### config.mk
export PLATFORM = sky130hd
export DESIGN_NAME = lsu_core
export DESIGN_NICKNAME = d
export VERILOG_FILES = /design/src/rtl/lsu_pkg.sv /design/src/rtl/load_channel.sv /design/src/rtl/lsu_core.sv /design/src/rtl/store_channel.sv
export VERILOG_INCLUDE_DIRS = /design/src /design/src/include
export SDC_FILE = /design/constraint.sdc
export NUM_CORES = 1
export LEC_CHECK = 0
export BUFFER_PORTS_ARGS = -buffer_cell sky130_fd_sc_hd__buf_2
export CORE_ASPECT_RATIO = 1.25
export CORE_MARGIN = 3
export CORE_UTILIZATION = 43
export CTS_CLUSTER_DIAMETER = 200
export CTS_CLUSTER_SIZE = 20
export DETAILED_ROUTE_END_ITERATION = 10
export PLACE_DENSITY = 0.76
export SLEW_MARGIN = 20
export SYNTH_ARGS = -nofsm -noshare
export SYNTH_HDL_FRONTEND = slang
export SYNTH_HIERARCHICAL = 1
export SYNTH_SLANG_ARGS = --single-unit
### constraint.sdc
create_clock -name clk -period 4.3 [get_ports clk]
set_clock_uncertainty 0.05 [all_clocks]
set_input_delay 0.86 -clock clk [delete_from_list [all_inputs] [get_ports clk]]
set_output_delay 0.86 -clock clk [all_outputs]
set_load 0.02 [all_outputs]
### src/include/lsu_defines.svh
`ifndef LSU_DEFINES_SVH
`define LSU_DEFINES_SVH

// data and address width
`define LSU_XLEN 32

// word-address bits of the on-chip memory, 1024 words
`define LSU_MEM_AW 10

// cycles from AR handshake to rvalid
`define LSU_READ_LAT 2

// cycles from W handshake to bvalid
`define LSU_WRITE_LAT 1

`endif

### src/rtl/lsu_pkg.sv
`default_nettype none

package lsu_pkg;

    // access size, same coding as the pipeline mask
    typedef enum logic [1:0] {
        SIZE_NONE = 2'b00,
        SIZE_BYTE = 2'b01,
        SIZE_HALF = 2'b10,
        SIZE_WORD = 2'b11
    } mem_size_e;

    typedef enum logic [1:0] {
        RESP_OKAY   = 2'b00,
        RESP_DECERR = 2'b11
    } bus_resp_e;

    // master channel states
    typedef enum logic [2:0] {
        IDLE,
        ADDR,
        DATA,
        RESP,
        DONE
    } chan_state_e;

    // memory slave states, one copy per channel
    typedef enum logic [1:0] {
        S_IDLE,
        S_WAIT,
        S_ACK
    } slave_state_e;

endpackage

`default_nettype wire

### src/rtl/load_channel.sv
`timescale 1ns/1ps
`default_nettype none

`include "lsu_defines.svh"

module load_channel (
    input  wire                         clk,
    input  wire                         rst,
    input  wire                         start,
    input  wire                         sign,
    input  wire lsu_pkg::mem_size_e     size,
    input  wire [`LSU_XLEN-1:0]         addr,
    output logic [`LSU_XLEN-1:0]        araddr,
    output logic                        arvalid,
    input  wire                         arready,
    input  wire [`LSU_XLEN-1:0]         rdata_bus,
    input  wire lsu_pkg::bus_resp_e     rresp,
    input  wire                         rvalid,
    output logic                        rready,
    output logic                        done,
    output lsu_pkg::bus_resp_e          resp,
    output logic [`LSU_XLEN-1:0]        load_data
);

    lsu_pkg::chan_state_e   state;
    lsu_pkg::mem_size_e     size_q;
    logic                   sign_q;
    logic [`LSU_XLEN-1:0]   shifted;
    logic [`LSU_XLEN-1:0]   extracted;

    // one access at a time, always ready for the answer
    assign rready = 1'b1;
    assign done   = (state == lsu_pkg::DONE);

    // move the addressed byte down to lane 0, then pick size and extend
    always_comb begin
        shifted = rdata_bus >> {araddr[1:0], 3'b000};
        case (size_q)
            lsu_pkg::SIZE_BYTE: extracted = {{(`LSU_XLEN-8){sign_q & shifted[7]}}, shifted[7:0]};
            lsu_pkg::SIZE_HALF: extracted = {{(`LSU_XLEN-16){sign_q & shifted[15]}},
                                             shifted[15:0]};
            lsu_pkg::SIZE_WORD: extracted = shifted;
            default:            extracted = '0;
        endcase
    end

    // request capture
    always_ff @(posedge clk) begin
        if (state == lsu_pkg::IDLE && start) begin
            araddr <= addr;
            size_q <= size;
            sign_q <= sign;
        end
    end

    always_ff @(posedge clk) begin
        if (rst) begin
            state     <= lsu_pkg::IDLE;
            arvalid   <= 1'b0;
            resp      <= lsu_pkg::RESP_OKAY;
            load_data <= '0;
        end else begin
            case (state)
                lsu_pkg::IDLE: begin
                    if (start) begin
                        arvalid <= 1'b1;
                        state   <= lsu_pkg::ADDR;
                    end
                end
                lsu_pkg::ADDR: begin
                    if (arready) begin
                        arvalid <= 1'b0;
                        state   <= lsu_pkg::DATA;
                    end
                end
                lsu_pkg::DATA: begin
                    if (rvalid && rready) begin
                        load_data <= extracted;
                        resp      <= rresp;
                        state     <= lsu_pkg::DONE;
                    end
                end
                // done is high for this one cycle
                default: state <= lsu_pkg::IDLE;
            endcase
        end
    end

endmodule

`default_nettype wire

### src/rtl/lsu_core.sv
`timescale 1ns/1ps
`default_nettype none

`include "lsu_defines.svh"

module lsu_core (
    input  wire                         clk,
    input  wire                         rst,
    input  wire                         req,
    input  wire                         wen,
    input  wire                         ren,
    input  wire                         sign,
    input  wire lsu_pkg::mem_size_e     size,
    input  wire [`LSU_XLEN-1:0]         addr,
    input  wire [`LSU_XLEN-1:0]         wdata,
    output logic [`LSU_XLEN-1:0]        rdata,
    output logic                        valid,
    output logic                        err,
    // read bus
    output logic [`LSU_XLEN-1:0]        araddr,
    output logic                        arvalid,
    input  wire                         arready,
    input  wire [`LSU_XLEN-1:0]         rdata_bus,
    input  wire lsu_pkg::bus_resp_e     rresp,
    input  wire                         rvalid,
    output logic                        rready,
    // write bus
    output logic [`LSU_XLEN-1:0]        awaddr,
    output logic                        awvalid,
    input  wire                         awready,
    output logic [`LSU_XLEN-1:0]        wdata_bus,
    output logic [`LSU_XLEN/8-1:0]      wstrb,
    output logic                        wvalid,
    input  wire                         wready,
    input  wire lsu_pkg::bus_resp_e     bresp,
    input  wire                         bvalid,
    output logic                        bready
);

    logic               ld_start;
    logic               st_start;
    logic               ld_done;
    logic               st_done;
    lsu_pkg::bus_resp_e ld_resp;
    lsu_pkg::bus_resp_e st_resp;
    logic               last_store;

    // req is already a single-cycle strobe
    assign ld_start = req & ren;
    assign st_start = req & wen;

    // remember which channel answered last, err follows its response
    always_ff @(posedge clk) begin
        if (rst) begin
            last_store <= 1'b0;
        end else if (st_start) begin
            last_store <= 1'b1;
        end else if (ld_start) begin
            last_store <= 1'b0;
        end
    end

    assign err = last_store ? (st_resp == lsu_pkg::RESP_DECERR)
                            : (ld_resp == lsu_pkg::RESP_DECERR);

    // no access requested, complete at once
    assign valid = (wen | ren) ? (ld_done | st_done) : req;

    load_channel u_load (
        .clk(clk), .rst(rst), .start(ld_start), .sign(sign), .size(size), .addr(addr),
        .araddr(araddr), .arvalid(arvalid), .arready(arready),
        .rdata_bus(rdata_bus), .rresp(rresp), .rvalid(rvalid), .rready(rready),
        .done(ld_done), .resp(ld_resp), .load_data(rdata)
    );

    store_channel u_store (
        .clk(clk), .rst(rst), .start(st_start), .size(size), .addr(addr), .wdata(wdata),
        .awaddr(awaddr), .awvalid(awvalid), .awready(awready),
        .wdata_bus(wdata_bus), .wstrb(wstrb), .wvalid(wvalid), .wready(wready),
        .bresp(bresp), .bvalid(bvalid), .bready(bready),
        .done(st_done), .resp(st_resp)
    );

endmodule

`default_nettype wire

### src/rtl/store_channel.sv
`timescale 1ns/1ps
`default_nettype none

`include "lsu_defines.svh"

module store_channel (
    input  wire                         clk,
    input  wire                         rst,
    input  wire                         start,
    input  wire lsu_pkg::mem_size_e     size,
    input  wire [`LSU_XLEN-1:0]         addr,
    input  wire [`LSU_XLEN-1:0]         wdata,
    output logic [`LSU_XLEN-1:0]        awaddr,
    output logic                        awvalid,
    input  wire                         awready,
    output logic [`LSU_XLEN-1:0]        wdata_bus,
    output logic [`LSU_XLEN/8-1:0]      wstrb,
    output logic                        wvalid,
    input  wire                         wready,
    input  wire lsu_pkg::bus_resp_e     bresp,
    input  wire                         bvalid,
    output logic                        bready,
    output logic                        done,
    output lsu_pkg::bus_resp_e          resp
);

    localparam int STRB_W = `LSU_XLEN / 8;

    lsu_pkg::chan_state_e   state;
    logic [STRB_W-1:0]      strb;
    logic [`LSU_XLEN-1:0]   lanes;

    assign bready = 1'b1;
    assign done   = (state == lsu_pkg::DONE);

    // byte lane placement and strobe from the low address bits
    always_comb begin
        lanes = wdata << {addr[1:0], 3'b000};
        case (size)
            lsu_pkg::SIZE_BYTE: strb = STRB_W'(1) << addr[1:0];
            lsu_pkg::SIZE_HALF: strb = STRB_W'(2'b11) << {addr[1], 1'b0};
            lsu_pkg::SIZE_WORD: strb = '1;
            default:            strb = '0;
        endcase
    end

    // address, data and strobe are held for the whole access
    always_ff @(posedge clk) begin
        if (state == lsu_pkg::IDLE && start) begin
            awaddr    <= addr;
            wdata_bus <= lanes;
            wstrb     <= strb;
        end
    end

    always_ff @(posedge clk) begin
        if (rst) begin
            state   <= lsu_pkg::IDLE;
            awvalid <= 1'b0;
            wvalid  <= 1'b0;
            resp    <= lsu_pkg::RESP_OKAY;
        end else begin
            case (state)
                lsu_pkg::IDLE: begin
                    if (start) begin
                        awvalid <= 1'b1;
                        state   <= lsu_pkg::ADDR;
                    end
                end
                // W follows AW, never together
                lsu_pkg::ADDR: begin
                    if (awready) begin
                        awvalid <= 1'b0;
                        wvalid  <= 1'b1;
                        state   <= lsu_pkg::DATA;
                    end
                end
                lsu_pkg::DATA: begin
                    if (wready) begin
                        wvalid <= 1'b0;
                        state  <= lsu_pkg::RESP;
                    end
                end
                lsu_pkg::RESP: begin
                    if (bvalid && bready) begin
                        resp  <= bresp;
                        state <= lsu_pkg::DONE;
                    end
                end
                default: state <= lsu_pkg::IDLE;
            endcase
        end
    end

endmodule

`default_nettype wire

* Word level (Yosys, flattened, before mapping)
Cells that the tools add are included.
** Word-level totals
- Flip-flop bits (word level) :: 149
- Bits of input ports :: 113
- Output and inout port bits :: 139
- Word-level logic and storage cells :: 86
** Operators by class
- Equality and inequality tests :: 22
- Shifts and indexed selects :: 4
- Muxes and demuxes :: 24
- Bitwise logic cells :: 6
- Reduce and logical (&&, ||, !) cells :: 15
** Operators by type and width (number)
- case mux 32 bit (3 select lines) :: 1
- left shift 32 x 5 -> 32 bit :: 1
- right shift 32 x 5 -> 32 bit :: 1
- 2-to-1 mux 3 bit :: 7
- == test 2 bit (second input constant) :: 6
- case mux 3 bit (4 select lines) :: 1
- case mux 4 bit (3 select lines) :: 1
- AND reduction 3 bit :: 4
- 2-to-1 mux 1 bit :: 10
- inequality test 2 bit (second input constant) :: 5
- == test 3 x 2 -> 1 bit (second input constant) :: 3
- case mux 3 bit (3 select lines) :: 1
- nonzero test 2 bit :: 4
- == test 3 x 1 -> 1 bit (second input constant) :: 2
- == test 3 bit (second input constant) :: 2
- zero test 3 bit :: 2
- case mux 1 bit (2 select lines) :: 3
- AND 1 bit :: 4
- == test 2 x 1 -> 1 bit (second input constant) :: 2
- inequality test 2 x 1 -> 1 bit (second input constant) :: 2
- AND reduction 2 bit :: 2
- AND reduction 4 bit :: 1
- left shift 1 x 2 -> 4 bit (first input constant) :: 1
- left shift 2 x 2 -> 4 bit (first input constant) :: 1
- other kinds (2) :: 4

* Logic depth before layout (Yosys ltp)
- Depth after elaboration :: 3
- Gate-level depth with buffers :: 8
- Depth with buffers taken out :: 4

* By module
Netlist, hierarchy kept.
** By module, submodules not included
- load_channel :: times used 1, cells each 249, area each 2995.4 sq um, seq. area each 1811.7 sq um
- store_channel :: times used 1, cells each 198, area each 2960.3 sq um, seq. area each 2182.1 sq um
- lsu_core :: times used 1, cells each 12, area each 80.1 sq um, seq. area each 20.0 sq um

* Least setup slack after synthesis
Ideal clock, no wire load.
- Path type :: in2reg
- Start point :: input req
- End point :: register u_store.awaddr[0] (enable)
- Arrival time :: 3.896 ns
- Required time :: 3.755 ns
- Setup slack :: -0.141 ns
- Stages :: 4
- Buffers on the path :: 0
- Cells stage by stage :: nand2_1 -> inv_1 -> nand2_1 -> nor2_1
** On the way
- Cells in the longest elaborated chain, start to end :: 2
** RTL lines
- from (decl) :: line lsu_core.sv:9 : input wire req,
- AND 1 bit :: line lsu_core.sv:50 : assign st_start = req & wen;
- named net st_start :: line lsu_core.sv:41 : logic st_start;
- logical AND 1 bit :: line store_channel.sv:49 : if (state == lsu_pkg::IDLE && start) begin
- to (signal assigned) :: line store_channel.sv:50 : awaddr <= addr;
- to (decl) :: line store_channel.sv:13 : output logic [`LSU_XLEN-1:0] awaddr,
The timed path passes the listed nets, and every way through them passes these cells.
A chain may end at the register's enable or synchronous reset.

* Worst setup path after layout
- Start point :: register u_load.araddr[1]
- End point :: output araddr[1]
** RTL lines
- from (decl) :: line load_channel.sv:13 : output logic [`LSU_XLEN-1:0] araddr,
- from (signal assigned) :: line load_channel.sv:50 : araddr <= addr;
- to (decl) :: line lsu_core.sv:20 : output logic [`LSU_XLEN-1:0] araddr,
No word-level cell between the ends.

==> run_results.csv <==
group,metric,value,unit
detailed_routing,wl_met2,8130,um
clocking,hold_buffers,0,
floorplan,die_w,112,um
placement,dp_slack,1540,ps
worst_setup_path,slowest_delay,1060,ps
timing,worst_pin_slew,1070,ps
detailed_routing,met1Wirelength,5900,um
detailed_routing,routed_via_density,5.35,
worst_setup_path,r2r_start,"u_load/araddr[1]$_DFFE_PP_",
synth,mappedNetlistArea,6040,um^2
timing,rsz0062_at_grt,"no",
clocking,cts_sinks,149,
clocking,postCtsSetupRepairBufs,0,
power,irDropWorstVdd,0.000251,V
placement,gp_congestion,0.903,
grt,grt_pass1_vias,4673,
detailed_routing,drc,0,
worst_setup_path,r2r_slack,1800,ps
grt,grt.overflow.total,0,
grt,globalRouteTotalUtil,0.193,
power,p_switching,0.786,mW
layout,nets,814,
floorplan,io-pin-count,252,
hold_path,worstHoldStart,"u_load/resp[1]$_SDFFE_PP0P_",
timing,fmax,372,MHz
worst_setup_path,crit_family,"flip-flops",
synth,synthDistinctLibCells,53,
power,pwr-share-seq,0.485,
clocking,ctsResizeCount,0,
synth,yosysSeqAreaShare,0.665,
timing,setup_slack,1610,ps
worst_setup_path,crit_buf_inv,1,
floorplan,die-area,15500,um^2
clocking,clk_pin_slew_worst_paths,60,ps
layout,fill_cells,1102,
layout,final_cell_mix,"buf_2 (249), edfxtp_1 (103), dfxtp_1 (46)",
clocking,clockBufferDepth,2,
worst_setup_path,end_kind,"primary output",
worst_setup_path,crit_type,"register to primary output",
layout,finalNonFillerCells,884,
power,swShare,0.234,
power,intPower,2.58,mW
timing,fin_crit_sh,0.625,
detailed_routing,final_antenna_net_count,0,
worst_setup_path,ff2ff_path_depth,4,
worst_setup_path,slowest_stage,"edfxtp_1",
outcome,status,"finished, final reports clean",
synth,synth_nets,572,
grt,grt_max_degree,40,
worst_setup_path,critPathLaunchType,"register",
placement,place.port_buffers,249,
synth,ys_warn_count,6,
worst_setup_path,critical_path_required,3390,ps
detailed_routing,drtPass1Iterations,5,
floorplan,coreArea,13500,um^2
power,finalPower,3.36,mW
floorplan,die_h,138,um
layout,layout_commonest_cell,"buf_2",
hold_path,hold_path.class,"register to register",
detailed_routing,wl_per_cell,17.5,um
floorplan,start_util,0.448,
timing,holdWs,409,ps
hold_path,hold_path_end,"u_load/resp[1]$_SDFFE_PP0P_",
placement,dp_hpwl,11500,um
run,cap_viol_max_count,0,
timing,setup_violations,0,
synth,synth-seq-cells,149,
worst_setup_path,cp_data_arrival_time,1780,ps
synth,synth_async_sr_flop_share,0,
timing,slew_headroom,0.285,
detailed_routing,num_vias,4729,
placement,dp.cells,852,
clocking,htreeDepth,4,
layout,synthToLayoutAreaGrowth,31.8,%
power,combPwrFrac,0.100,
detailed_routing,top_layer,"met4",
grt,antenna_found_initial,0,
clocking,cts_root_buffer,"clkbuf_16",
timing,finalCriticalPeriod,2690,ps
clocking,numCtsBuffers,17,
power,power_density,423,nW/um^2
detailed_routing,wl_met3,1230,um
layout,drive_gt1_frac,0.427,
clocking,clk_latency,410,ps
detailed_routing,drtIter0Drc,269,
grt,grt_pass1_wl,24100,um
hold_path,whs_path_depth,2,
synth,synthCells,459,
worst_setup_path,worstPathCellList,"buf_2",
synth,synth-main-ff-cell,"edfxtp_1",
floorplan,core.rowCount,47,
worst_setup_path,r2r-end,"u_load/load_data[8]$_SDFFE_PP0P_",
power,p_leak,3.36,nW
timing,hold_viol,0,
synth,synth_edf_count,103,
timing,slew_violations,0,
detailed_routing,wl,15500,um
synth,synth_area_per_cell,13.1,um^2
timing,fin_setup_tns,0,ps
power,clkPwrFrac,0.415,
clocking,cts_tree,"done",
worst_setup_path,cp_max_fo,28,
-- sequential cells by signal, summed over array words and instances (netlist names), 2 cells and up --
signal and cells:
u_load/size_q 2, u_store/state 3, u_store/resp 2, u_store/wdata_bus 32
u_load/resp 2, u_load/load_data 32, u_load/araddr 32, u_store/awaddr 32
u_load/state 3, u_store/wstrb 4
-- worst max-delay path by stage --
| stage | startpoint | endpoint | slack, ps | depth (start not counted) |
|---|---|---|---|---|
| floorplan | req | u_load/araddr[0]$_DFFE_PP_ | 310 | 3 |
| global placement | rvalid | u_load/load_data[21]$_SDFFE_PP0P_ | 1600 | 6 |
| detailed placement | rvalid | u_load/load_data[21]$_SDFFE_PP0P_ | 1540 | 6 |
| CTS | u_load/araddr[0]$_DFFE_PP_ | araddr[0] | 1550 | 1 |
| global route | u_load/araddr[1]$_DFFE_PP_ | araddr[1] | 1510 | 1 |
| finish | u_load/araddr[1]$_DFFE_PP_ | araddr[1] | 1610 | 1 |
-- power by group through the flow --
| stage | registers (mW) | logic, mW | clock network [mW] |
|---|---|---|---|
| CTS | 1.63 | 0.333 | 1.42 |
| detailed placement | 1.66 | 0.333 | 0 |
| global route | 1.64 | 0.363 | 1.51 |
| floorplan | 1.72 | 0.135 | 0 |
| global placement | 1.66 | 0.323 | 0 |
| finish | 1.63 | 0.336 | 1.40 |
-- through the flow --
| step | utilization | cell area (um^2) |
|---|---|---|
| after global placement | 0.547 | 7360 |
| after global routing | 0.591 | 7950 |
| after detailed placement | 0.547 | 7360 |
| after floorplan | - | 6040 |
| final | 0.591 | 7960 |
| after CTS | 0.588 | 7920 |
-- layer usage --
metal  GRT usage  up-vias
met1       0.226     2284
met4      0.0652        0
met3      0.0524       18
met2       0.341      219
li1            -     2208
met5           0        -
-- synthesized netlist by cell type, types with 2 or more instances --
cell type,n,share of area
a211oi_1,8,0.010
buf_4,4,0.0050
clkbuf_1,14,0.0087
nor3b_1,2,0.0025
nand3b_1,2,0.0025
nor2_1,36,0.022
and2_1,8,0.0083
dfxtp_1,46,0.15
mux2_2,10,0.019
a21oi_1,19,0.016
a32oi_1,9,0.013
buf_1,2,0.0012
inv_1,6,0.0037
nand2_1,34,0.021
a211o_1,7,0.010
o21bai_1,8,0.010
buf_2,6,0.0050
nor2_2,2,0.0021
buf_6,5,0.0093
o21ai_1,12,0.010
nor3_1,8,0.0066
o21ai_0,8,0.0066
o22ai_1,2,0.0021
nor2b_1,20,0.021
mux2i_1,27,0.045
a221o_1,8,0.013
a311oi_1,6,0.0087
a22oi_1,9,0.011
nand2b_1,3,0.0031
conb_1,2,0.0012
nand3_1,2,0.0017
edfxtp_1,103,0.51
-- cell type report --
| class | count | area (um^2) | area share |
|---|---|---|---|
| repair buffers | 254 | 1300 | 0.164 |
| multi-input cells | 272 | 1830 | 0.231 |
| flip-flops and latches | 149 | 4010 | 0.504 |
| well taps | 171 | 214 | 0.0269 |
| clock buffers | 19 | 433 | 0.0544 |
| diodes | 1 | 2.50 | 0.000315 |
| inverters | 7 | 26.3 | 0.00330 |
| clock inverters | 11 | 129 | 0.0162 |
-- cells by family (layout without fill, tap and decap cells) --
family	after synthesis	in the layout	synth area share
simple gates	128	128	0.109
buf+inv	38	291	0.0336
compound gates	104	104	0.124
other cells	2	3	0.00124
mux	38	38	0.0672
flops	149	149	0.665
Power figures use the tool's default switching activity.
